$ cat src/rtl/buf_ctrl_pkg.sv
// Widths, depths and data types of the block buffer
// 32-bit input beats packed into 128-bit output words

package buf_ctrl_pkg;

	// ----------------------------------------
	// Bus widths
	// ----------------------------------------
	localparam int IN_W    = 32;   // Input beat
	localparam int OUT_W   = 128;  // Local-bus word
	localparam int LANES   = 4;    // Input beats per output word
	localparam int LANE_W  = 2;    // Lane select

	// ----------------------------------------
	// Buffer geometry
	// ----------------------------------------
	localparam int BLK_DEP = 64;   // Input words per block region
	localparam int BLK_NUM = 4;    // Regions in the ring
	localparam int BLK_W   = 2;    // Region number
	localparam int OFS_W   = 6;    // Input-word offset in a region
	localparam int DLEN_W  = 16;   // Reported length

	// Data words
	typedef logic [IN_W-1:0]  in_data_t;
	typedef logic [OUT_W-1:0] out_data_t;

	// Write address counts input words, read address output words
	typedef logic [BLK_W+OFS_W-1:0]        wadd_t;
	typedef logic [BLK_W+OFS_W-LANE_W-1:0] radd_t;

	// One extra bit so a full region of 64 fits
	typedef logic [OFS_W:0] blk_len_t;

	// Stored blocks, 0 to BLK_NUM
	typedef logic [BLK_W:0] blk_cnt_t;

	// Head length in output words, as seen by the reader
	typedef logic [DLEN_W-1:0] dlen_t;

endpackage

$ cat src/rtl/buf_ctrl_if.sv
// Internal buses of the block buffer
// dbuf_if: RAM write and read ports
// blk_evt_if: block complete pulses, status and head length

`timescale 1ns/1ps

// ----------------------------------------
// RAM access
// ----------------------------------------
interface dbuf_if;
	logic                    wen;    // One input word
	buf_ctrl_pkg::wadd_t     wadd;   // {region, offset}
	buf_ctrl_pkg::in_data_t  wdata;
	logic                    ren;    // One output word
	buf_ctrl_pkg::radd_t     radd;
	buf_ctrl_pkg::out_data_t rdata;  // One cycle after ren

	// Write side
	modport wr (
		output wen, wadd, wdata
	);

	// Read side
	modport rd (
		output ren, radd,
		input  rdata
	);

	modport ram (
		input  wen, wadd, wdata, ren, radd,
		output rdata
	);
endinterface

// ----------------------------------------
// Block events and status
// ----------------------------------------
interface blk_evt_if;
	logic                   sof;        // Clear everything
	logic                   wcmp;       // Last word of a block written
	buf_ctrl_pkg::blk_len_t wlen;       // Input words, valid with wcmp
	logic                   rcmp;       // ren of the last word of a block
	logic                   rhold;      // Status hold after rlast
	logic                   not_full;
	logic                   not_empty;
	buf_ctrl_pkg::dlen_t    rd_len;     // Head length, output words
	buf_ctrl_pkg::blk_cnt_t blk_cnt;    // Blocks stored

	modport wr (
		output sof, wcmp, wlen,
		input  not_full
	);

	modport rd (
		input  sof, rd_len, blk_cnt,
		output rcmp, rhold
	);

	modport queue (
		input  sof, wcmp, wlen, rcmp, rhold,
		output not_full, not_empty, rd_len, blk_cnt
	);
endinterface

$ cat src/rtl/blk_read_ctrl.sv
// Local-bus read side of the block buffer
// Read address ring, rvalid, rlast and status hold

`timescale 1ns/1ps

module blk_read_ctrl (
	input  logic   CLK_O,
	input  logic   RST,
	input  logic   ren,        // Local-bus read enable
	output logic   rvalid,
	output logic   rlast,
	output logic   tuser_out,  // SOF delayed one cycle
	dbuf_if.rd     ram,
	blk_evt_if.rd  evt
);

	logic [buf_ctrl_pkg::BLK_W-1:0]                    blk;  // Region being read
	logic [buf_ctrl_pkg::OFS_W-buf_ctrl_pkg::LANE_W-1:0] ofs;  // Output word in region
	buf_ctrl_pkg::dlen_t                               len_m1;
	logic                                              rcmp;
	logic                                              rlast_d;

	// Last word of the head block
	assign len_m1 = evt.rd_len - 1'b1;
	assign rcmp   = ren && (ofs == len_m1[buf_ctrl_pkg::OFS_W-buf_ctrl_pkg::LANE_W-1:0]);

	// ----------------------------------------
	// Read address ring
	// ----------------------------------------
	always_ff @(posedge CLK_O or posedge RST) begin
		if (RST) begin
			blk <= '0;
			ofs <= '0;
		end else if (evt.sof) begin
			blk <= '0;
			ofs <= '0;
		end else if (rcmp) begin
			blk <= blk + 1'b1;  // Wrap after last region
			ofs <= '0;
		end else if (ren) begin
			ofs <= ofs + 1'b1;
		end
	end

	assign ram.ren  = ren;
	assign ram.radd = {blk, ofs};

	// ----------------------------------------
	// Output strobes
	// ----------------------------------------
	always_ff @(posedge CLK_O or posedge RST) begin
		if (RST) begin
			rvalid    <= 1'b0;
			rlast     <= 1'b0;
			rlast_d   <= 1'b0;
			tuser_out <= 1'b0;
		end else begin
			rvalid    <= ren;      // Same cycle as RAM data
			rlast     <= rcmp;
			rlast_d   <= rlast;
			tuser_out <= evt.sof;
		end
	end

	assign evt.rcmp  = rcmp;
	assign evt.rhold = rlast | rlast_d;  // Reader then sees the new head length

	a_ren_needs_block: assert property (@(posedge CLK_O) disable iff (RST)
		ren |-> evt.blk_cnt != '0);

endmodule

$ cat src/flat_wrapper.sv
// flat-port wrapper written by rule: the top's interface ports become plain ports
module blk_read_ctrl_flat 
  (CLK_O, RST, ren, rvalid, rlast, tuser_out, ram_ren, ram_radd, ram_rdata, evt_sof, evt_rd_len, evt_blk_cnt, evt_rcmp, evt_rhold);
  dbuf_if ram_i ();
  blk_evt_if evt_i ();
  input  logic CLK_O;
  input  logic RST;
  input  logic ren;
  output logic rvalid;
  output logic rlast;
  output logic tuser_out;
  output wire logic [$bits(ram_i.ren)-1:0] ram_ren;
  output wire logic [$bits(ram_i.radd)-1:0] ram_radd;
  input wire logic [$bits(ram_i.rdata)-1:0] ram_rdata;
  input wire logic [$bits(evt_i.sof)-1:0] evt_sof;
  input wire logic [$bits(evt_i.rd_len)-1:0] evt_rd_len;
  input wire logic [$bits(evt_i.blk_cnt)-1:0] evt_blk_cnt;
  output wire logic [$bits(evt_i.rcmp)-1:0] evt_rcmp;
  output wire logic [$bits(evt_i.rhold)-1:0] evt_rhold;
  assign ram_ren = ram_i.ren;
  assign ram_radd = ram_i.radd;
  assign ram_i.rdata = ram_rdata;
  assign evt_i.sof = evt_sof;
  assign evt_i.rd_len = evt_rd_len;
  assign evt_i.blk_cnt = evt_blk_cnt;
  assign evt_rcmp = evt_i.rcmp;
  assign evt_rhold = evt_i.rhold;
  blk_read_ctrl u_core (.CLK_O(CLK_O), .RST(RST), .ren(ren), .rvalid(rvalid), .rlast(rlast), .tuser_out(tuser_out), .ram(ram_i), .evt(evt_i));
endmodule
$ cat config.mk
export PLATFORM = sky130hd
export DESIGN_NAME = blk_read_ctrl_flat
export DESIGN_NICKNAME = d
export VERILOG_FILES = /design/src/rtl/buf_ctrl_pkg.sv /design/src/rtl/buf_ctrl_if.sv /design/src/rtl/blk_read_ctrl.sv /design/src/flat_wrapper.sv
export SDC_FILE = /design/constraint.sdc
export NUM_CORES = 1
export LEC_CHECK = 0
export ABC_AREA = 0
export BUFFER_PORTS_ARGS = -buffer_cell sky130_fd_sc_hd__buf_2
export CAP_MARGIN = 10
export CORE_AREA = 2 2 62 64
export DETAILED_ROUTE_END_ITERATION = 8
export DIE_AREA = 0 0 64 66
export PLACE_DENSITY = 0.67
export SYNTH_ARGS = -nofsm -noshare
export SYNTH_HDL_FRONTEND = slang
export SYNTH_SLANG_ARGS = --single-unit
$ cat constraint.sdc
create_clock -name CLK_O -period 1.85 [get_ports CLK_O]
set_input_delay 0.37 -clock CLK_O [delete_from_list [all_inputs] [get_ports CLK_O]]
set_output_delay 0.37 -clock CLK_O [all_outputs]
set_load 0.02 [all_outputs]
Word-level counts from Yosys, hierarchy flattened --
Index checks and enable logic that the tools add are counted.
Storage, ports and cells: flip-flop bits (word level) 10, input bits 151, output and inout port bits 12, logic and storage cells 19
Operators by class: $add $sub $neg 3, equality and inequality tests 1, mux-type cells 5, bitwise gates (word level) 1, reductions and logical operators 3
Operators with widths (count):
- $mux 4 | 3
- $add 4x1->4 const B | 1
- $eq 4x4->1 | 1
- $mux 2 | 2
- $sub 4x1->4 const B | 1
- $reduce_bool 3->1 | 1
- $add 2x1->2 const B | 1
- $reduce_bool 2->1 | 1
- $logic_and 1x1->1 | 1
- $or 1x1->1 | 1

Logic depth before layout (Yosys ltp) --
Gate-level depths: netlist (run 1).
depth in word-level cells 5, gate-level depth with buffers 6, mapped depth without buffers 6

Worst setup path after synthesis (run 1) --
Ideal clock, no wire load.
kind input -> register, start point in evt_rd_len[0], end point reg u_core.blk[0] in the netlist's numbering, setup time 0.125 ns, data arrival time 1.694 ns, data required time 1.725 ns, setup slack 0.031 ns, stages on the path 6, path buffers 0, cells stage by stage inv_1 -> ha_1 -> xor2_1 -> nand3_1 -> nor3_4 -> mux2_4
Between the ends: word-level cells in the longest chain between the ends 4
RTL lines:
- from (decl) | line flat_wrapper.sv:16 | input wire logic [$bits(evt_i.rd_len)-1:0] evt_rd_len;
- $sub 4x1->4 | line blk_read_ctrl.sv:24 | assign len_m1 = evt.rd_len - 1'b1;
- $eq 4x4->1 | line blk_read_ctrl.sv:25 | assign rcmp = ren && (ofs == len_m1[buf_ctrl_pkg::OFS_W-buf_ctrl_pkg::LANE_W-1:0]);
- $logic_and 1x1->1 | line blk_read_ctrl.sv:25
- via evt_rcmp | line flat_wrapper.sv:18 | output wire logic [$bits(evt_i.rcmp)-1:0] evt_rcmp;
- $reduce_bool 2->1 (no source line)
- to (signal assigned) | line blk_read_ctrl.sv:38 | blk <= blk + 1'b1;
- to (decl) | line blk_read_ctrl.sv:17 | logic [buf_ctrl_pkg::BLK_W-1:0] blk;
The timed path passes the listed nets, and every way through them passes these cells. A chain may end at the register's enable or synchronous reset.

Worst setup path after layout (run 1) --
start point in evt_rd_len[1], end point out evt_rcmp
Between the ends: word-level cells in the longest chain between the ends 3
RTL lines (line):
- $sub 4x1->4 | blk_read_ctrl.sv:24
- $eq 4x4->1 | blk_read_ctrl.sv:25
- $logic_and 1x1->1 | blk_read_ctrl.sv:25
- to (decl) | flat_wrapper.sv:18
Every way passes these cells.

==> results of run 1 <==
-- cells in the mapped netlist --
| library cell | instances | area [um^2] |
|---|---|---|
| dfrtp_1 | 10 | 250 |
| nor3_1 | 3 | 15.0 |
| nor4b_2 | 1 | 15.0 |
| buf_4 | 1 | 7.51 |
| nor3_2 | 1 | 10.0 |
| nand2_1 | 2 | 7.51 |
| o31ai_1 | 1 | 7.51 |
| o21ai_0 | 1 | 5.00 |
| xnor2_1 | 5 | 43.8 |
| mux2_2 | 1 | 11.3 |
| o2111ai_1 | 1 | 8.76 |
| nor3_4 | 1 | 16.3 |
| ha_1 | 2 | 25.0 |
| nor2b_1 | 2 | 12.5 |
| xor2_1 | 4 | 35.0 |
| nor2_1 | 3 | 11.3 |
| or2_2 | 1 | 6.26 |
| clkbuf_1 | 1 | 3.75 |
| inv_1 | 3 | 11.3 |
| mux2_4 | 1 | 15.0 |
| nand3_1 | 1 | 5.00 |
-- worst max-delay path, cell delays in order --
cell,delay (ns)
buf_2,0.09
inv_2,0.04
ha_4,0.26
xor2_2,0.15
nand3_2,0.11
nor3_4,0.26
buf_6,0.15
-- placed cells by master, fill, tap and decap left out, drive strengths merged --
cell type and instances:
ha 2, inv 3, o21ai 1, o2111ai 1
nand2 2, nor2b 2, o31ai 1, nor4b 1
xor2 4, clkbuf 3, nor2 3, dfrtp 10
mux2 2, xnor2 5, buf 27, nand3 1
nor3 5, or2 1
-- per-layer routing --
metal	track usage [%]	vias up
met5	0	-
met4	1.63	0
met3	2.90	0
met2	11.3	19
met1	8.03	203
li1	-	208
-- cells by family (layout without fill, tap and decap cells) --
logic type,Yosys count,in the layout,synth area share [%]
AND/OR/NAND/NOR,15,15,18.9
multiplexers,2,2,5.02
adder cells (fa/ha/maj),2,2,4.78
AO/OA/AOI/OAI,3,3,4.07
XOR/XNOR,9,9,15.1
flip-flops,10,10,47.8
buffers and inverters,5,33,4.31
-- repair_timing --
item                       4_1_cts  5_1_grt
resized for setup                2        8
pin swaps                        1        3
gates cloned                     0        0
buffers inserted                 0        4
setup endpoints to repair        1        1
-- state kept, by name, indices dropped and copies added (netlist names) --
register	flops
u_core.rvalid	1
u_core.tuser_out	1
u_core.blk	2
u_core.rlast_d	1
u_core.ofs	4
u_core.rlast	1
-- how the worst max path moves through the flow --
stage | slack (ns) | cells after the start | startpoint | endpoint
6_report | 0.05 | 7 | evt_rd_len[1] | evt_rcmp
5_1_grt | -0.02 | 4 | u_core.ofs[1] | evt_rcmp
4_1_cts | 0.02 | 7 | evt_rd_len[0] | evt_rcmp
3_5_place_dp | -0.07 | 7 | evt_rd_len[0] | evt_rcmp
3_3_place_gp | -0.03 | 7 | evt_rd_len[0] | evt_rcmp
2_1_floorplan | 0.03 | 6 | evt_rd_len[0] | u_core.blk[0]
-- where the power goes --
part | internal (W) | switching, W | leakage, nW
Sequential | 0.000229 | 0.0000104 | 0.130
Clock | 0.0000751 | 0.0000713 | 0.0138
Combinational | 0.0000571 | 0.0000689 | 0.237
-- stage by stage --
step	hold WS, ns	instances	util [%]	instance area, um^2
6_report	0.0777	122	22.2	790
5_1_grt	0.107	122	22.2	790
4_1_cts	0.0813	118	20.5	727
3_5_place_dp	0.374	115	19.6	697
3_3_place_gp	0.357	115	19.6	697
2_1_floorplan	0.210	46	-	523
-- final cells by class --
| type | instances | area share (%) |
|---|---|---|
| clock buffer | 3 | 2.85 |
| inverter | 3 | 1.43 |
| multi-input combinational | 31 | 34.9 |
| sequential | 10 | 32.0 |
| tap | 48 | 7.61 |
| timing repair buffer | 27 | 21.2 |
==> metrics.md, run 1 <==
| Metric | Value |
|---|---|
| Vias in the first global route | `474` |
| PortBufs | `19` |
| Final wirelength | `1370 um` |
| Final hold vios | `0` |
| Hold WC Path Type | `input pin to async pin` |
| Critical path capture point type | `output pin` |
| CTS buffer count | `3` |
| Cell Pwr Density | `649 mW/mm^2` |
| TNS Setup | `0 ns` |
| CTS root buf | `clkbuf_4` |
| Antenna violations before repair | `0` |
| Total GRT Usage | `6.79%` |
| Crit Path Category | `input pin to output pin` |
| Remaining global-route overflow | `0` |
| Clock buffer depth | `2` |
| Status | `finished, final reports clean` |
| Final period util | `97.4%` |
| Worst EP required | `1.48 ns` |
| Ports | `163` |
| Overall power | `0.000512 W` |
| Row Count | `22` |
| Fmax | `555 MHz` |
| Slew @ Worst Pin | `0.393 ns` |
| Vias per inst | `3.52` |
| Post-route minimum period | `1.80 ns` |
| Yosys Warn Count | `0` |
| Area Growth Syn to Fin | `51.0%` |
| CP max FO | `3` |
| Die ar. | `0.00422 mm^2` |
| Core area | `0.00355 mm^2` |
| Routed length on met2 | `640 um` |
| Max-slew violations | `0` |
| Largest net degree at the start of global routing | `13` |
| Final #Nets | `229` |
| Top layer reached by signal wires | `met3` |
| Die Y | `66 um` |
| Final setup vio count | `0` |
| First drt pass iteration count | `4` |
| Sequential area share after synthesis | `47.8%` |
| Mapped cell area | `523 um^2` |
| RR Endpoint | `u_core.blk[1]` |
| Data arrival, critical path | `1.43 ns` |
| Reg2Reg Depth | `5` |
| Layout cells sized above 1 | `58.1%` |
| H-Tree Depth | `1` |
| Worst-path clk slew | `0.06 ns` |
| DP HPWL | `949 um` |
| Post-Route M1 WL | `632 um` |
| Syn Inst Count | `46` |
| Placer Congestion | `0.706` |
| VDD IR max | `0.235 mV` |
| Slew HR | `73.7%` |
| Initial core utilization | `14.7%` |
| Yosys cell types | `21` |
| Clock sinks | `10` |
| CTS tree | `done` |
| Worst setup SP type | `input pin` |
| Max cap viols | `0` |
| First-pass GRT wire length | `2180 um` |
| Avg WL per Cell | `11.3 um` |
| Via count | `430` |
| Avg Inst Size Synth | `11.4 um^2` |
| Antenna Nets Post-Route | `0` |
| Setup slack, reg-to-reg | `0.20 ns` |
| CTS Hold Bufs | `0` |
| Reg area | `253 um^2` |
| #FFs+latches synth | `10` |
| RR Startpoint | `u_core.ofs[1]` |
| Clock Latency Late Sink | `0.26 ns` |
| Post-synthesis net count | `199` |
| Multi-input gate area | `275 um^2` |
| Final Worst Setup Slack | `0.0476 ns` |
| Fill count | `388` |
| Setup WS pre-CTS | `-0.0725 ns` |
| DR DRC count | `0` |
| ANT cells | `0` |
| Lkg Pwr | `0.381 nW` |
| Clk_skew | `0.00249 ns` |
| Initial drt markers | `1` |
| WL met3 | `99 um` |
| Die Width | `64 um` |
Power figures use the tool's default switching activity.
==> run 2: changes to the inputs <==
==> constraint.sdc (replaced) <==
create_clock -name CLK_O -period 1.85 [get_ports CLK_O]
set_input_delay 0.185 -clock CLK_O [delete_from_list [all_inputs] [get_ports CLK_O]]
set_output_delay 0.185 -clock CLK_O [all_outputs]
set_load 0.02 [all_outputs]
==> run 2 against run 1 <==
  * Fmax rose by 5.5%
  * Combinational power fell by 24%
  * Sequential cell count did not move
  * Total power fell by 7.1%
  * Clock skew fell by 0.0022 ns
  * Sequential power barely moved
  * Count of clock-buffer cells in the layout did not move
  * Clock power fell by 4%
  * First-iteration DRC count rose to 6.0 times the previous value
==> metrics.md, run 2 (same netlist as run 1, synthesis figures left out) <==
| Metric | Value |
|---|---|
| CTS buffer count | `3 (unchanged)` |
| Clock Power Share | `29.5% (+0.9 points)` |
| CTS root buf | `clkbuf_4` |
| Slew HR | `74.6% (+0.83 points)` |
| Via count | `406 (-5.6%)` |
| Crit Path Category | `flop to output pin` |
| Slew @ Worst Pin | `0.381 ns (-0.0124 ns)` |
| Worst setup SP type | `flop` |
| Placer Congestion | `0.678 (-3.9%)` |
| Largest net degree at the start of global routing | `13 (unchanged)` |
| Reg2Reg Depth | `4 (-1)` |
| First-pass GRT wire length | `1880 um (-14%)` |
| Layout cells sized above 1 | `42.6% (-15 points)` |
| DP HPWL | `888 um (-6.5%)` |
| Final period util | `92.4% (-5.1 points)` |
| Post-route minimum period | `1.71 ns (-0.0939 ns)` |
| Remaining global-route overflow | `0 (unchanged)` |
| Hold_sp | `ren` |
| ANT cells | `0 (unchanged)` |
| Vias in the first global route | `414 (-13%)` |
| Overall power | `0.000476 W (-7.1%)` |
| CTS tree | `done` |
| Fill count | `381 (-1.8%)` |
| Final #Nets | `223 (-2.6%)` |
| Antenna Nets Post-Route | `0 (unchanged)` |
| VDD IR max | `0.383 mV (+63%)` |
| Status | `finished, final reports clean` |
| Max reg flops | `4 (unchanged)` |
| PortBufs | `19 (unchanged)` |
| RR Endpoint | `u_core.blk[1]` |
| Ports | `163 (unchanged)` |
| Area Growth Syn to Fin | `35.2%` |
| Most common cell after layout, fill and taps aside | `buf_2` |
| Initial drt markers | `6 (+5)` |
| First drt pass iteration count | `4 (unchanged)` |
| TNS Setup | `0 ns (unchanged)` |
| Max cap viols | `0 (unchanged)` |
| Antenna violations before repair | `0 (unchanged)` |
| Lkg Pwr | `0.351 nW (-7.9%)` |
| Combinational power share | `20.2% (-4.4 points)` |
| Worst-path clk slew | `0.06 ns (about the same)` |
| Critical path capture point type | `output pin` |
| DR DRC count | `0 (unchanged)` |
| Commonest non-fill, non-tap cells in the layout | `19 x buf_2, 10 x dfrtp_1, 5 x xnor2_1` |
| Clock Latency Late Sink | `0.26 ns (about the same)` |
| H-Tree Depth | `1 (unchanged)` |
| Avg WL per Cell | `9.53 um (-15%)` |
| Worst EP required | `1.66 ns (+0.18 ns)` |
| Final Worst Setup Slack | `0.141 ns (+0.0939 ns)` |
| Largest register by flop count | `u_core.ofs` |
| Flop pwr share | `50.3% (+3.5 points)` |
| Setup WS pre-CTS | `0.100 ns (+0.173 ns)` |
| Worst hold stages | `1` |
| Final setup vio count | `0 (unchanged)` |
| Max-slew violations | `0 (unchanged)` |
| Hold endpoint | `u_core.rvalid` |
| Setup slack, reg-to-reg | `0.29 ns (+0.09 ns)` |
| Clock buffer depth | `2 (unchanged)` |
| Core area | `0.00355 mm^2 (unchanged)` |
| Final wirelength | `1110 um (-19%)` |
| Vias per inst | `3.50 (-0.70%)` |
| Row Count | `22 (unchanged)` |
| P_int | `0.000342 W (-5.4%)` |
| CP max FO | `3 (unchanged)` |
| Total GRT Usage | `6.03% (-0.76 points)` |
| Data arrival, critical path | `1.52 ns (+0.09 ns)` |
| Unrepaired setup endpoints after global routing | `false` |
| Switching power | `0.000134 W (-11%)` |
| Biggest regs | `u_core.ofs x4, u_core.blk x2` |
| Die Width | `64 um (unchanged)` |
| Hold WC Path Type | `input pin to flop` |
| Die Y | `66 um (unchanged)` |
| Fmax | `585 MHz (+5.5%)` |
| RR Startpoint | `u_core.ofs[3]` |
| Final hold vios | `0 (unchanged)` |
| Layout Utilization | `19.9% (-2.3 points)` |
| Sw Ratio | `28.1% (-1.3 points)` |
| Clock sinks | `10 (unchanged)` |
| Die ar. | `0.00422 mm^2 (unchanged)` |
| Clk_skew | `0.000309 ns (-0.00218 ns)` |
| Initial core utilization | `14.7% (unchanged)` |
| Cell Pwr Density | `673 mW/mm^2 (+3.8%)` |
## run 2: changes by cell type in the layout (fill, tap and decap cells not counted), moves of 2 or more
cell / before / now
buf_4: 8 / 1
buf_2: 17 / 19
buf_6: 2 / 0
dfrtp_1: 8 / 10
dfrtp_2: 2 / 0
inv_1: 1 / 3
inv_2: 2 / 0
## run 2: metrics by stage
step	instances	cell area (um^2)	hold WS [ns]
floorplan	46	523	0.0252
global placement	112	674	0.175
detailed placement	112	674	0.191
CTS	116	707	0.117
global route	116	707	0.109
finish	116	707	0.128
## run 2: power by group through the flow
stage / Clock (W) / Sequential [W] / Combinational (W)
after CTS: 0.000150 / 0.000239 / 0.0000981
after floorplan: 0 / 0.000253 / 0.0000533
after detailed placement: 0 / 0.000243 / 0.0000962
final: 0.000140 / 0.000239 / 0.0000962
after global routing: 0.000163 / 0.000241 / 0.000106
after global placement: 0 / 0.000242 / 0.0000936
## run 2: worst max-delay path by stage
| stage | cells past startpoint | to | slack [ns] | start |
|---|---|---|---|---|
| 2_1_floorplan | 4 | u_core.blk[0] | 0.16 | u_core.ofs[3] |
| 3_3_place_gp | 7 | u_core.blk[1] | 0.14 | evt_rd_len[0] |
| 3_5_place_dp | 7 | u_core.blk[1] | 0.1 | evt_rd_len[0] |
| 4_1_cts | 4 | evt_rcmp | 0.12 | u_core.ofs[3] |
| 5_1_grt | 4 | evt_rcmp | 0.02 | u_core.ofs[3] |
| 6_report | 4 | evt_rcmp | 0.14 | u_core.ofs[3] |
## run 2: critical path, cell delays in order (launching register included)
cell and delay, ns:
dfrtp_1 0.41, xnor2_1 0.21, xnor2_1 0.16, nor3_4 0.28, buf_2 0.21
## run 2: cell type report
class                           instances  area (um^2)  share of cell area, %
Clock buffer                            3         22.5                   3.19
Inverter                                3         11.3                   1.59
Tap cell                               48         60.1                   8.50
Multi-Input combinational cell         31          250                   35.4
Timing Repair Buffer                   21          113                   15.9
Sequential cell                        10          250                   35.4
## run 2: timing repair
action                                 4_1_cts  5_1_grt
setup endpoints to repair                    0        0
endpoints found under the hold margin       10        0
resized for setup                            0        0
setup buffers                                0        0
hold buffers                                 1        0
## run 2: layer usage
metal,part of all wire (%),global-route usage [%],vias to the layer above
met1,47,6.67,187
li1,-,-,198
met3,8.5,3.58,0
met5,0,0,-
met4,0,2.45,0
met2,44,9.38,21
