## src/rtl/buf_ctrl_pkg.sv

```systemverilog
// Widths, depths and data types of the block buffer
// 32-bit input beats packed into 128-bit output words

package buf_ctrl_pkg;

	// ----------------------------------------
	// Bus widths
	// ----------------------------------------
	localparam int IN_W    = 32;   // Input beat
	localparam int OUT_W   = 128;  // Local-bus word
	localparam int LANES   = 4;    // Input beats per output word
	localparam int LANE_W  = 2;    // Lane select

	// ----------------------------------------
	// Buffer geometry
	// ----------------------------------------
	localparam int BLK_DEP = 64;   // Input words per block region
	localparam int BLK_NUM = 4;    // Regions in the ring
	localparam int BLK_W   = 2;    // Region number
	localparam int OFS_W   = 6;    // Input-word offset in a region
	localparam int DLEN_W  = 16;   // Reported length

	// Data words
	typedef logic [IN_W-1:0]  in_data_t;
	typedef logic [OUT_W-1:0] out_data_t;

	// Write address counts input words, read address output words
	typedef logic [BLK_W+OFS_W-1:0]        wadd_t;
	typedef logic [BLK_W+OFS_W-LANE_W-1:0] radd_t;

	// One extra bit so a full region of 64 fits
	typedef logic [OFS_W:0] blk_len_t;

	// Stored blocks, 0 to BLK_NUM
	typedef logic [BLK_W:0] blk_cnt_t;

	// Head length in output words, as seen by the reader
	typedef logic [DLEN_W-1:0] dlen_t;

endpackage

```

## src/rtl/buf_ctrl_if.sv

```systemverilog


// ----------------------------------------
// Block events and status
// ----------------------------------------
interface blk_evt_if;
	logic                   sof;        // Clear everything
	logic                   wcmp;       // Last word of a block written
	buf_ctrl_pkg::blk_len_t wlen;       // Input words, valid with wcmp
	logic                   rcmp;       // ren of the last word of a block
	logic                   rhold;      // Status hold after rlast
	logic                   not_full;
	logic                   not_empty;
	buf_ctrl_pkg::dlen_t    rd_len;     // Head length, output words
	buf_ctrl_pkg::blk_cnt_t blk_cnt;    // Blocks stored

	modport wr (
		output sof, wcmp, wlen,
		input  not_full
	);

	modport rd (
		input  sof, rd_len, blk_cnt,
		output rcmp, rhold
	);

	modport queue (
		input  sof, wcmp, wlen, rcmp, rhold,
		output not_full, not_empty, rd_len, blk_cnt
	);
endinterface

```

## src/rtl/blk_len_queue.sv

```systemverilog
// Block counter and queue of block lengths
// Not-full and not-empty status, head length in output words

`timescale 1ns/1ps

module blk_len_queue (
	input  logic     CLK_O,
	input  logic     RST,
	blk_evt_if.queue evt
);

	buf_ctrl_pkg::blk_cnt_t cnt;                              // Blocks stored
	buf_ctrl_pkg::blk_cnt_t wr_idx;                           // Entry for a new length
	buf_ctrl_pkg::blk_len_t len_q [buf_ctrl_pkg::BLK_NUM];    // Head at entry 0
	logic                   push;
	logic                   pop;
	logic [buf_ctrl_pkg::OFS_W-buf_ctrl_pkg::LANE_W:0] head_words;  // Whole output words
	logic                   head_part;                        // Partial last word

	assign push = evt.wcmp;
	assign pop  = evt.rcmp;

	// Pop shifts the queue down first
	assign wr_idx = pop ? cnt - 1'b1 : cnt;

	// ----------------------------------------
	// Block counter
	// ----------------------------------------
	always_ff @(posedge CLK_O or posedge RST) begin
		if (RST) begin
			cnt <= '0;
		end else if (evt.sof) begin
			cnt <= '0;
		end else if (push && !pop) begin
			cnt <= cnt + 1'b1;
		end else if (!push && pop) begin
			cnt <= cnt - 1'b1;
		end
		// Both at once leave it as is
	end

	// ----------------------------------------
	// Length queue
	// ----------------------------------------
	always_ff @(posedge CLK_O or posedge RST) begin
		if (RST) begin
			for (int i = 0; i < buf_ctrl_pkg::BLK_NUM; i++) begin
				len_q[i] <= '0;
			end
		end else if (evt.sof) begin
			for (int i = 0; i < buf_ctrl_pkg::BLK_NUM; i++) begin
				len_q[i] <= '0;
			end
		end else begin
			for (int i = 0; i < buf_ctrl_pkg::BLK_NUM - 1; i++) begin
				if (push && wr_idx == buf_ctrl_pkg::blk_cnt_t'(i)) begin
					len_q[i] <= evt.wlen;
				end else if (pop) begin
					len_q[i] <= len_q[i+1];
				end
			end
			// Tail entry has nothing behind it
			if (push && wr_idx == buf_ctrl_pkg::blk_cnt_t'(buf_ctrl_pkg::BLK_NUM - 1)) begin
				len_q[buf_ctrl_pkg::BLK_NUM-1] <= evt.wlen;
			end else if (pop) begin
				len_q[buf_ctrl_pkg::BLK_NUM-1] <= '0;
			end
		end
	end

	// Head length divided by four, rounded up
	assign head_words = len_q[0][buf_ctrl_pkg::OFS_W:buf_ctrl_pkg::LANE_W];
	assign head_part  = |len_q[0][buf_ctrl_pkg::LANE_W-1:0];
	assign evt.rd_len = buf_ctrl_pkg::dlen_t'(head_words) + buf_ctrl_pkg::dlen_t'(head_part);

	// ----------------------------------------
	// Status
	// ----------------------------------------
	// A block being written counts as taken
	assign evt.not_full  = (cnt < buf_ctrl_pkg::blk_cnt_t'(buf_ctrl_pkg::BLK_NUM)) && !evt.wcmp;
	assign evt.not_empty = (cnt != '0) && !evt.rhold;  // Low around rlast
	assign evt.blk_cnt   = cnt;

	a_cnt_max: assert property (@(posedge CLK_O) disable iff (RST)
		cnt <= buf_ctrl_pkg::blk_cnt_t'(buf_ctrl_pkg::BLK_NUM));

	// Reader finishing a block that was never stored
	a_cnt_min: assert property (@(posedge CLK_O) disable iff (RST)
		pop && !push && !evt.sof |-> cnt != '0);

endmodule

```

## src/flat_wrapper.sv

```systemverilog
// flat-port wrapper written by rule: the top's interface ports become plain ports
module blk_len_queue_flat 
  (CLK_O, RST, evt_sof, evt_wcmp, evt_wlen, evt_rcmp, evt_rhold, evt_not_full, evt_not_empty, evt_rd_len, evt_blk_cnt);
  blk_evt_if evt_i ();
  input  logic CLK_O;
  input  logic RST;
  input wire logic [$bits(evt_i.sof)-1:0] evt_sof;
  input wire logic [$bits(evt_i.wcmp)-1:0] evt_wcmp;
  input wire logic [$bits(evt_i.wlen)-1:0] evt_wlen;
  input wire logic [$bits(evt_i.rcmp)-1:0] evt_rcmp;
  input wire logic [$bits(evt_i.rhold)-1:0] evt_rhold;
  output wire logic [$bits(evt_i.not_full)-1:0] evt_not_full;
  output wire logic [$bits(evt_i.not_empty)-1:0] evt_not_empty;
  output wire logic [$bits(evt_i.rd_len)-1:0] evt_rd_len;
  output wire logic [$bits(evt_i.blk_cnt)-1:0] evt_blk_cnt;
  assign evt_i.sof = evt_sof;
  assign evt_i.wcmp = evt_wcmp;
  assign evt_i.wlen = evt_wlen;
  assign evt_i.rcmp = evt_rcmp;
  assign evt_i.rhold = evt_rhold;
  assign evt_not_full = evt_i.not_full;
  assign evt_not_empty = evt_i.not_empty;
  assign evt_rd_len = evt_i.rd_len;
  assign evt_blk_cnt = evt_i.blk_cnt;
  blk_len_queue u_core (.CLK_O(CLK_O), .RST(RST), .evt(evt_i));
endmodule
```

## config.mk

```make
export PLATFORM = sky130hd
export DESIGN_NAME = blk_len_queue_flat
export DESIGN_NICKNAME = d
export VERILOG_FILES = /design/src/rtl/buf_ctrl_pkg.sv /design/src/rtl/buf_ctrl_if.sv /design/src/rtl/blk_len_queue.sv /design/src/flat_wrapper.sv
export SDC_FILE = /design/constraint.sdc
export NUM_CORES = 1
export LEC_CHECK = 0
export BUFFER_PORTS_ARGS = -buffer_cell sky130_fd_sc_hd__buf_2
export CORE_ASPECT_RATIO = 0.9
export CORE_MARGIN = 4
export CORE_UTILIZATION = 25
export DETAILED_ROUTE_END_ITERATION = 10
export GPL_TIMING_DRIVEN = 1
export PLACE_DENSITY = 0.41
export SYNTH_ARGS = -nofsm -noshare
export SYNTH_HDL_FRONTEND = slang
export SYNTH_SLANG_ARGS = --single-unit
```

## constraint.sdc

```tcl
create_clock -name CLK_O -period 2.2 [get_ports CLK_O]
set_input_delay 0.33 -clock CLK_O [delete_from_list [all_inputs] [get_ports CLK_O]]
set_output_delay 0.33 -clock CLK_O [all_outputs]
set_load 0.02 [all_outputs]
```

Yosys cells after proc, flatten, opt, wreduce, memory -nomap -nowiden
Cells that the tools add are included.
- add/sub/neg operators: 3
- $lt $le $gt $ge: 1
- eq/ne operators: 3
- multiplexer cells: 13
- reduce and logical (&&, ||, !) cells: 19
- operators with widths (kind ; number):
    7-bit 2-to-1 mux ; 8
    28-bit 2-to-1 mux ; 1
    3-bit nonzero test ; 6
    3-bit 2-to-1 mux ; 4
    1-bit logical AND ; 8
    5-bit by 1-bit adder with 6-bit output ; 1
    3-bit by 2-bit equality test with 1-bit output (second input constant) ; 2
    3-bit by 1-bit adder with 3-bit output (second input constant) ; 1
    3-bit by 1-bit equality test with 1-bit output (second input constant) ; 1
    1-bit logical NOT ; 3
    3-bit logical NOT ; 1
    3-bit < comparator (second input constant) ; 1
    3-bit by 1-bit subtractor with 3-bit output (second input constant) ; 1
    2-bit OR reduction ; 1
- register bits after elaboration: 31
- input bits: 13
- output and inout bits: 21
- logic and storage cells: 44

Depth between registers and ports, before layout
Gate-level depths: netlist (run 1).
- word-level depth: 6
- depth in mapped cells: 9
- mapped depth without buffers: 6

Least setup slack after synthesis (run 1)
No wires, ideal clock.
- path type: register -> register
- start point: register u_core.cnt[0] (netlist: u_core.evt.blk_cnt[0])
- end point: register u_core.len_q, in the netlist u_core.head_words[0]
- arrival: 2.169 ns
- required time: 2.075 ns
- path slack: -0.094 ns
- cell stages (with the launch flop): 9
- path buffers: 2
- period minus slack after synthesis: 2.294 ns
- path through: dfrtp_1 -> buf_2 -> inv_1 -> ha_1 -> and3b_1 -> o21ai_0 -> a21o_1 -> buf_2 -> mux2_2
- longest elaborated chain between the ends: 6
- ends and longest elaborated chain (what ; RTL line ; RTL):
    start: declaration ; blk_len_queue.sv:12 ; buf_ctrl_pkg::blk_cnt_t cnt;
    start signal: assignment ; blk_len_queue.sv:35 ; cnt <= cnt + 1'b1;
    start signal: assignment ; blk_len_queue.sv:37 ; cnt <= cnt - 1'b1;
    3-bit by 1-bit subtractor with 3-bit output ; blk_len_queue.sv:24 ; assign wr_idx = pop ? cnt - 1'b1 : cnt;
    3-bit 2-to-1 mux (*) ; blk_len_queue.sv:24 ;
    3-bit logical NOT (*) ; blk_len_queue.sv:56 ; if (push && wr_idx == buf_ctrl_pkg::blk_cnt_t'(i)) begin
    1-bit logical AND (*) ; blk_len_queue.sv:56 ;
    7-bit 2-to-1 mux ; blk_len_queue.sv:56 ;
    28-bit 2-to-1 mux ; blk_len_queue.sv:50 ; end else if (evt.sof) begin
    end signal: indexed assignment ; blk_len_queue.sv:57 ; len_q[i] <= evt.wlen;
    end signal: indexed assignment ; blk_len_queue.sv:59 ; len_q[i] <= len_q[i+1];
    end signal: indexed assignment ; blk_len_queue.sv:64 ; len_q[buf_ctrl_pkg::BLK_NUM-1] <= evt.wlen;
    end: declaration ; blk_len_queue.sv:14 ; buf_ctrl_pkg::blk_len_t len_q [buf_ctrl_pkg::BLK_NUM];
Mark *: on every way between the ends. The rest lies on a longest branch, timed or not.
A chain may end at the register's enable or synchronous reset.

Final worst setup path (run 1)
- start point: register u_core.cnt[0] (netlist: u_core.evt.blk_cnt[0])
- end point: register u_core.len_q[14] (netlist name)
- longest elaborated chain between the ends: 6
- ends and longest elaborated chain (what ; RTL line):
    3-bit by 1-bit subtractor with 3-bit output ; blk_len_queue.sv:24
    3-bit 2-to-1 mux (*) ; blk_len_queue.sv:24
    3-bit by 1-bit equality test with 1-bit output (*) ; blk_len_queue.sv:56
    1-bit logical AND (*) ; blk_len_queue.sv:56
    7-bit 2-to-1 mux ; blk_len_queue.sv:56
    28-bit 2-to-1 mux ; blk_len_queue.sv:50
Marked as above.

==> summary.md, run 1 <==
| Metric | Value |
|---|---|
| Instance area after placement | 0.00227 mm^2 |
| Number of buffers between clock root and the deepest sink | 2 |
| Number of diodes | 0 |
| Remaining Overflow, GRT | 0 |
| Worst hold path class | input port to asynchronous set/reset pin |
| Post-route antenna net violation count | 0 |
| Global-route layer with the greatest usage | met2 |
| Hold Violations, Final | 0 |
| Peak VDD IR | 0.246 mV |
| Fraction of layout instances using a drive strength above 1 | 26.7% |
| Area occupied by multi-input gates | 0.00115 mm^2 |
| Period minus WS final | 2.10 ns |
| Number of antenna violations at the first check in global routing | 0 |
| Max-slew violation count | 0 |
| Per-cell via count in the routed design | 4.59 |
| Kind of end point of the critical path | register |
| Net count reported at finish | 257 |
| Die span in y | 94.1 um |
| Fraction of met2 tracks used by global routing | 16.7% |
| Least-Margin Pin Slew | 0.678 ns |
| Share of the yosys chip area belonging to registers | 37.7% |
| Met1 GRT Util | 14.9% |
| Setup repair after global routing missed its margin | true |
| Number of standard cells after synthesis | 214 |
| Top library cells by usage in the layout, fill and taps aside | sky130_fd_sc_hd__nor2_1 (30), sky130_fd_sc_hd__dfrtp_1 (30), sky130_fd_sc_hd__buf_2 (22) |
| Largest fanout on the critical path | 7 |
| P per Cell Area | 606 mW/mm^2 |
| Wirelength, routed | 4.83 mm |
| I/O pin count | 34 |
| Worst setup path category | register to register |
| Cell count after placement | 331 |
| Filler cell count in the final layout | 849 |
| Non-filler instance count after layout | 339 |
| CTS tree | yes |
| Routed wire length per instance | 14.2 um |
| Hold_buf cts | 0 |
| Detailed Place HPWL | 3.28 mm |
| Total Die Area | 0.00976 mm^2 |
| Placeable core region | 0.00803 mm^2 |
| Vias in the first global route | 1563 |
| Period Utilization, post-route | 95.6% |
| Largest net degree at the start of global routing | 35 |
| Status | finished, final reports clean |
| Slew HR | 54.8% |
| Fmax | 0.475 GHz |
| Clock latency at the later pin of the worst-skew pair | 0.28 ns |
| Slowest stage delay, CP | 0.47 ns |
| Number of warnings issued by yosys | 0 |
| Root Buffer | sky130_fd_sc_hd__clkbuf_8 |
| Number of distinct library cells after synthesis | 39 |
| TritonCTS Buffers | 5 |
| Cell Rows | 31 |
| Register Area | 777 um^2 |
| Via count of the routed design | 1557 |
| Mean Syn Cell Area | 9.62 um^2 |
| Initial standard-cell utilization of the core | 25.7% |
| Clock-pin slew on the worst setup and hold paths | 0.07 ns |
| CTS H-tree depth | 2 |
| DRC | 0 |
| Area added between synthesis and finish | 16.0% |
| Met3 demand-to-capacity share in global routing | 2.34% |
| Data required time at the worst endpoint | 2.36 ns |
| Final setup violation count | 0 |
| Post-cts repair resize count | 0 |
| First-iteration detailed-routing DRC count | 62 |
| Last weighted congestion value of the routability-driven placer | 0.741 |
| Critical path data arrival time | 2.26 ns |
| CTS sink count | 31 |
| Horizontal die dimension | 104 um |
| Worst Clk Skew | 0.00574 ns |
| Post-CTS setup buffer count | 0 |
| Synth Cell Area | 0.00206 mm^2 |
| Standby leakage power | 1.13 nW |
| Chain of cells forming the critical path | inv_1, ha_2, and3b_1, o21ai_0, a21oi_2, mux2_2 |
| Port buffer count | 23 |
| Number of storage elements in the synthesis netlist | 31 |
| Critical Path Start Type | register |
| Max_cap viols | 0 |
| Finished Cell Area | 0.00239 mm^2 |
| Overall fraction of global-route tracks in use | 10.7% |
| DR pass1 iterations | 5 |
| Slowest cell on the critical path | sky130_fd_sc_hd__a21oi_2 |
| Wire length of the first global-routing pass | 8.21 mm |
==> where the power goes <==
group	internal [W]	total [W]	switching, W
logic	0.000128	0.000326	0.000198
registers	0.000601	0.000626	0.0000248
clock network	0.000285	0.000494	0.000209
total	0.00102	0.00145	0.000432
==> path summary, 6_finish.rpt <==
check | slack, ns | to | cells past startpoint | startpoint
max | 0.1 | u_core.len_q[14] | 6 | u_core.evt.blk_cnt[0]
min | 0.13 | u_core.len_q[0] | 3 | RST
max reg2reg | 0.1 | u_core.len_q[14] | 6 | u_core.evt.blk_cnt[0]
min reg2reg | 0.57 | u_core.len_q[5] | 2 | u_core.len_q[5]
max in group asynchronous | 1.75 | u_core.evt.blk_cnt[0] | 3 | RST
min in group CLK_O | 0.34 | u_core.len_q[11] | 3 | evt_wlen[4]
==> cell type report <==
cell class / instances / share of cell area, %
inverters: 4 / 0.629
well taps: 99 / 5.19
repair buffers: 35 / 9.22
flip-flops and latches: 31 / 32.5
multi-input cells: 162 / 48.2
clock buffers: 8 / 4.19
==> flip-flops by register name (all words and copies together) (netlist names) <==
register            count
u_core.head_words       5
u_core.evt.blk_cnt      3
u_core.len_q           23
==> cells in the mapped netlist (all sizes together) <==
master	instances	share of area [%]
and4b	1	0.67
nor3b	1	0.36
nand2	11	2.0
nor2b	8	2.4
inv	4	0.73
a21o	1	0.36
nor4b	6	2.6
o311ai	1	0.79
and3	2	0.61
mux2i	21	10
buf	21	7.3
a211oi	7	2.6
o211ai	5	1.8
o22ai	1	0.30
ha	5	3.0
xnor2	5	2.1
mux2	14	7.7
xor2	2	0.85
a221oi	1	0.43
nand3	12	2.9
a21oi	3	0.91
o31a	1	0.43
conb	1	0.18
nand2b	1	0.30
nor2	30	5.5
or4b	2	0.97
or2	1	0.30
clkbuf	5	0.97
nand4	1	0.30
a31oi	7	2.1
and3b	1	0.43
o21ai	1	0.24
dfrtp	31	38
==> critical path: cells and delay by family (launching register included) <==
family	cells	cell delay (ns)
flip-flops	1	0.36
multiplexers	1	0.39
AO/OA/AOI/OAI	2	0.59
AND/OR/NAND/NOR	1	0.17
adder cells (fa/ha/maj)	1	0.39
buffers and inverters	1	0.07
==> cell families after synthesis <==
logic type	count (synthesis)	synth area share, %
simple gates	77	19.3
mux	35	17.9
flops	31	37.7
buf+inv	30	8.99
compound gates	28	9.96
xor+xnor	7	2.98
fa+ha+maj	5	3.04
other cells	1	0.182
==> layer usage <==
layer,share of wire (%),wire (um)
met5,0,0
met4,0.75,36
met3,2.4,115
met2,45,2180
met1,52,2500
==> through the flow <==
stage	power [W]	hold WS, ns	utilization [%]	setup slack [ns]	TNS (ns)
4_1_cts	0.00146	0.139	29.5	0.0199	0
5_1_grt	0.00155	0.182	29.7	-0.0764	-0.482
6_report	0.00145	0.129	29.7	0.0964	0
3_3_place_gp	0.000960	0.447	28.2	0.106	0
2_1_floorplan	0.000881	0.433	-	0.0160	0
3_5_place_dp	0.000957	0.446	28.2	0.0862	0
Note: power is estimated with default switching activity, not from simulation.
==> run 2, diff against run 1 <==
- ABC_AREA: not set -> 1
==> summary.md, run 2 <==
| Metric | Value |
|---|---|
| Status | finished, final reports clean (unchanged) |
| Net count reported at finish | 310 (was 257) |
| Critical R2R Capture | u_core.len_q[19] (was u_core.len_q[14]) |
| Area occupied by multi-input gates | 0.00108 mm^2 (was 0.00115 mm^2) |
| Largest net degree at the start of global routing | 32 (was 35) |
| Share of synthesized flip-flops with an asynchronous set or reset | 100% (unchanged) |
| Chain of cells forming the critical path | or2_2, ha_1, ha_2, nand3_1, xor2_1, buf_4 (was inv_1, ha_2, and3b_1, o21ai_0, a21oi_2, mux2_2) |
| Core Util, Final | 30.0% (was 29.7%) |
| Number of buffers between clock root and the deepest sink | 2 (unchanged) |
| CTS sink count | 31 (unchanged) |
| Start of the worst register-to-register path | u_core.evt.blk_cnt[0] (unchanged) |
| DRC | 0 (unchanged) |
| Fmax | 0.480 GHz (was 0.475 GHz) |
| Kind of end point of the critical path | output pin (was register) |
| Overall fraction of global-route tracks in use | 11.3% (was 10.7%) |
| Total Die Area | 0.00952 mm^2 (was 0.00976 mm^2) |
| Worst Clk Skew | 0.00247 ns (was 0.00574 ns) |
| Period Utilization, post-route | 94.6% (was 95.6%) |
| Post-placement setup slack | 0.181 ns (was 0.0862 ns) |
| Worst reg-to-reg path cell count | 10 (was 6) |
| Cell accounting for the most synthesized area | sky130_fd_sc_hd__dfrtp_1 (unchanged) |
| Cell Rows | 30 (was 31) |
| Hold_buf cts | 0 (unchanged) |
| Top library cells by usage in the layout, fill and taps aside | sky130_fd_sc_hd__nand2_1 (106), sky130_fd_sc_hd__nand3_1 (54), sky130_fd_sc_hd__dfrtp_1 (31) (was sky130_fd_sc_hd__nor2_1 (30), sky130_fd_sc_hd__dfrtp_1 (30), sky130_fd_sc_hd__buf_2 (22)) |
| Critical path data arrival time | 1.75 ns (was 2.26 ns) |
| Share of the synthesized area in the top cell type | 38.7% (was 37.7%) |
| TritonCTS Buffers | 5 (unchanged) |
| Register Area | 776 um^2 (was 777 um^2) |
| Final setup violation count | 0 (unchanged) |
| Most common cell after layout, fill and taps aside | sky130_fd_sc_hd__nand2_1 |
| Number of storage elements in the synthesis netlist | 31 (unchanged) |
| Number of diodes | 0 (unchanged) |
| Synth Cell Area | 0.00201 mm^2 (was 0.00206 mm^2) |
| DR pass1 iterations | 4 (was 5) |
| Flip-flop count of the largest register, all copies and words added | 23 (unchanged) |
| Data required time at the worst endpoint | 1.87 ns (was 2.36 ns) |
| Vias in the first global route | 1660 (was 1563) |
| Post-route antenna net violation count | 0 (unchanged) |
| Most frequent cells after synthesis | sky130_fd_sc_hd__nand2_1 (106), sky130_fd_sc_hd__nand3_1 (54), sky130_fd_sc_hd__dfrtp_1 (31) (was sky130_fd_sc_hd__dfrtp_1 (31), sky130_fd_sc_hd__nor2_1 (30), sky130_fd_sc_hd__mux2i_1 (21)) |
| Total power draw | 0.00161 W (was 0.00145 W) |
| Detailed Place HPWL | 3.55 mm (was 3.28 mm) |
| Horizontal die dimension | 102 um (was 104 um) |
| Die span in y | 93.0 um (was 94.1 um) |
| Max-slew violation count | 0 (unchanged) |
| Share of the yosys chip area belonging to registers | 38.7% (was 37.7%) |
| Standby leakage power | 1.28 nW (was 1.13 nW) |
| Wirelength, routed | 4.99 mm (was 4.83 mm) |
| Worst Setup Slack, final | 0.118 ns (was 0.0964 ns) |
| Area added between synthesis and finish | 14.5% (was 16.0%) |
| Reg with most FFs | u_core.len_q (unchanged) |
| Fraction of layout instances using a drive strength above 1 | 21.2% (was 26.7%) |
| Post-route worst hold slack | 0.127 ns (was 0.129 ns) |
| Root Buffer | sky130_fd_sc_hd__clkbuf_8 (unchanged) |
| Mean Syn Cell Area | 7.60 um^2 (was 9.62 um^2) |
| Dominant delay contributor by cell family on the critical path | simple AND/OR/NAND/NOR gates (was compound AO/OA/AOI/OAI gates) |
| P per Cell Area | 702 mW/mm^2 (was 606 mW/mm^2) |
| CTS H-tree depth | 2 (unchanged) |
| Worst hold path class | input port to asynchronous set/reset pin (unchanged) |
| Number of distinct library cells after synthesis | 26 (was 39) |
| Most frequently used flop master after synthesis | sky130_fd_sc_hd__dfrtp_1 (unchanged) |
| Port buffer count | 23 (unchanged) |
| CP bufs+invs | 1 (unchanged) |
| Critical Path Start Type | register (unchanged) |
| Cell types occupying the most area after synthesis | sky130_fd_sc_hd__dfrtp_1 (39%), sky130_fd_sc_hd__nand2_1 (20%), sky130_fd_sc_hd__nand3_1 (13%), sky130_fd_sc_hd__buf_4 (4.5%), sky130_fd_sc_hd__ha_1 (3.1%) (was sky130_fd_sc_hd__dfrtp_1 (38%), sky130_fd_sc_hd__mux2i_1 (10%), sky130_fd_sc_hd__mux2_2 (7.7%), sky130_fd_sc_hd__nor2_1 (5.5%), sky130_fd_sc_hd__buf_4 (4.4%)) |
| Placeable core region | 0.00766 mm^2 (was 0.00803 mm^2) |
| Setup TNS | 0 ns (unchanged) |
| Hold Violations, Final | 0 (unchanged) |
| Initial standard-cell utilization of the core | 26.2% (was 25.7%) |
| I/O pin count | 34 (unchanged) |
| Number of antenna violations at the first check in global routing | 0 (unchanged) |
| Number of warnings issued by yosys | 0 (unchanged) |
| Clock-pin slew on the worst setup and hold paths | 0.07 ns (about the same) |
| Largest fanout on the critical path | 2 (was 7) |
| Number of synthesized flops with an enable pin | 0 (unchanged) |
| FF-to-FF setup slack | 0.25 ns (was 0.1 ns) |
| CTS tree | yes (unchanged) |
| Via count of the routed design | 1702 (was 1557) |
| Remaining Overflow, GRT | 0 (unchanged) |
| Routed wire length per instance | 12.8 um (was 14.2 um) |
| Cell with the most instances after synthesis | sky130_fd_sc_hd__nand2_1 (was sky130_fd_sc_hd__dfrtp_1) |
| Period minus WS final | 2.08 ns (was 2.10 ns) |
| Last weighted congestion value of the routability-driven placer | 0.809 (was 0.741) |
| Slowest stage delay, CP | 0.37 ns (was 0.47 ns) |
| Worst setup path category | register to output pin (was register to register) |
| Per-cell via count in the routed design | 4.38 (was 4.59) |
| Filler cell count in the final layout | 866 (was 849) |
| Wire length of the first global-routing pass | 8.39 mm (was 8.21 mm) |
| First-iteration detailed-routing DRC count | 60 (was 62) |
| Clock latency at the later pin of the worst-skew pair | 0.28 ns (about the same) |
| Number of standard cells after synthesis | 264 (was 214) |
| Max_cap viols | 0 (unchanged) |
| Peak VDD IR | 0.264 mV (was 0.246 mV) |
| Slowest cell on the critical path | sky130_fd_sc_hd__dfrtp_1 (was sky130_fd_sc_hd__a21oi_2) |
[run 2: cell types whose count changed after synthesis, sizes merged, moves of 5 or more]
| cell | previous run | this run |
|---|---|---|
| a211oi | 7 | 0 |
| a31oi | 7 | 0 |
| inv | 4 | 10 |
| mux2 | 14 | 0 |
| mux2i | 21 | 0 |
| nand2 | 11 | 116 |
| nand3 | 12 | 56 |
| nor2 | 30 | 9 |
| nor2b | 8 | 0 |
| nor4b | 6 | 0 |
| o211ai | 5 | 0 |
[run 2: how the worst max path moves through the flow]
stage | startpoint | end | slack, ns | cells past startpoint
6_report | u_core.len_q[22] | evt_rd_len[4] | 0.12 | 6
5_1_grt | u_core.len_q[22] | evt_rd_len[4] | -0.0007 | 6
4_1_cts | u_core.len_q[22] | evt_rd_len[4] | 0.05 | 6
3_5_place_dp | u_core.evt.blk_cnt[0] | u_core.head_words[4] | 0.18 | 10
3_3_place_gp | u_core.evt.blk_cnt[0] | u_core.head_words[0] | 0.22 | 10
2_1_floorplan | u_core.evt.blk_cnt[0] | u_core.head_words[4] | 0.31 | 12
[run 2: where the power goes]
group	switching (W)	leakage (nW)	internal (W)	total, W
Combinational	0.000328	0.803	0.000153	0.000481
Sequential	0.0000280	0.427	0.000603	0.000631
Clock	0.000215	0.0515	0.000285	0.000500
[run 2: area by class of cell]
class | instances | share of cell area (%)
clock buffers | 8 | 4.36
inverters | 10 | 1.85
multi-input cells | 213 | 47.1
flip-flops and latches | 31 | 33.8
well taps | 96 | 5.23
repair buffers | 31 | 7.73
[run 2: through the flow]
step | std cells | area (um^2)
global route | 389 | 2300
detailed placement | 379 | 2170
finish | 389 | 2300
floorplan | 273 | 2040
CTS | 387 | 2270
global placement | 379 | 2170
[run 2: timing repair]
action / 4_1_cts / 5_1_grt
resized for setup: 0 / 3
setup endpoints to repair: 0 / 8
setup buffers: 0 / 2
[run 2: layer usage]
layer | up-vias | routed length [um] | part of all wire (%) | global-route usage [%]
li1 | 888 | - | - | -
met1 | 772 | 2600 | 52 | 16.5
met2 | 32 | 2170 | 43 | 16.7
met3 | 10 | 162 | 3.2 | 2.24
met4 | 0 | 66 | 1.3 | 3.28
met5 | - | 0 | 0 | 0
[run 2: worst reg2reg max path, cell delays in order, from the launching register on]
cell,delay (ns)
sky130_fd_sc_hd__dfrtp_1,0.42
sky130_fd_sc_hd__inv_1,0.12
sky130_fd_sc_hd__ha_1,0.33
sky130_fd_sc_hd__inv_1,0.06
sky130_fd_sc_hd__nand2_1,0.06
sky130_fd_sc_hd__nand3_2,0.13
sky130_fd_sc_hd__nor2_4,0.21
sky130_fd_sc_hd__nand2_4,0.17
sky130_fd_sc_hd__a21oi_4,0.24
sky130_fd_sc_hd__nand2_1,0.09
sky130_fd_sc_hd__nand2_1,0.06
[run 2: kinds of logic (layout without fill, tap and decap cells)]
family,count (synthesis),after routing,share of synthesized area (%)
AO/OA/AOI/OAI,10,10,4.30
flip-flops,31,31,38.7
other,1,10,0.187
adder cells (fa/ha/maj),5,5,3.12
XOR/XNOR,5,5,2.18
AND/OR/NAND/NOR,183,183,42.0
buffers and inverters,29,49,9.48
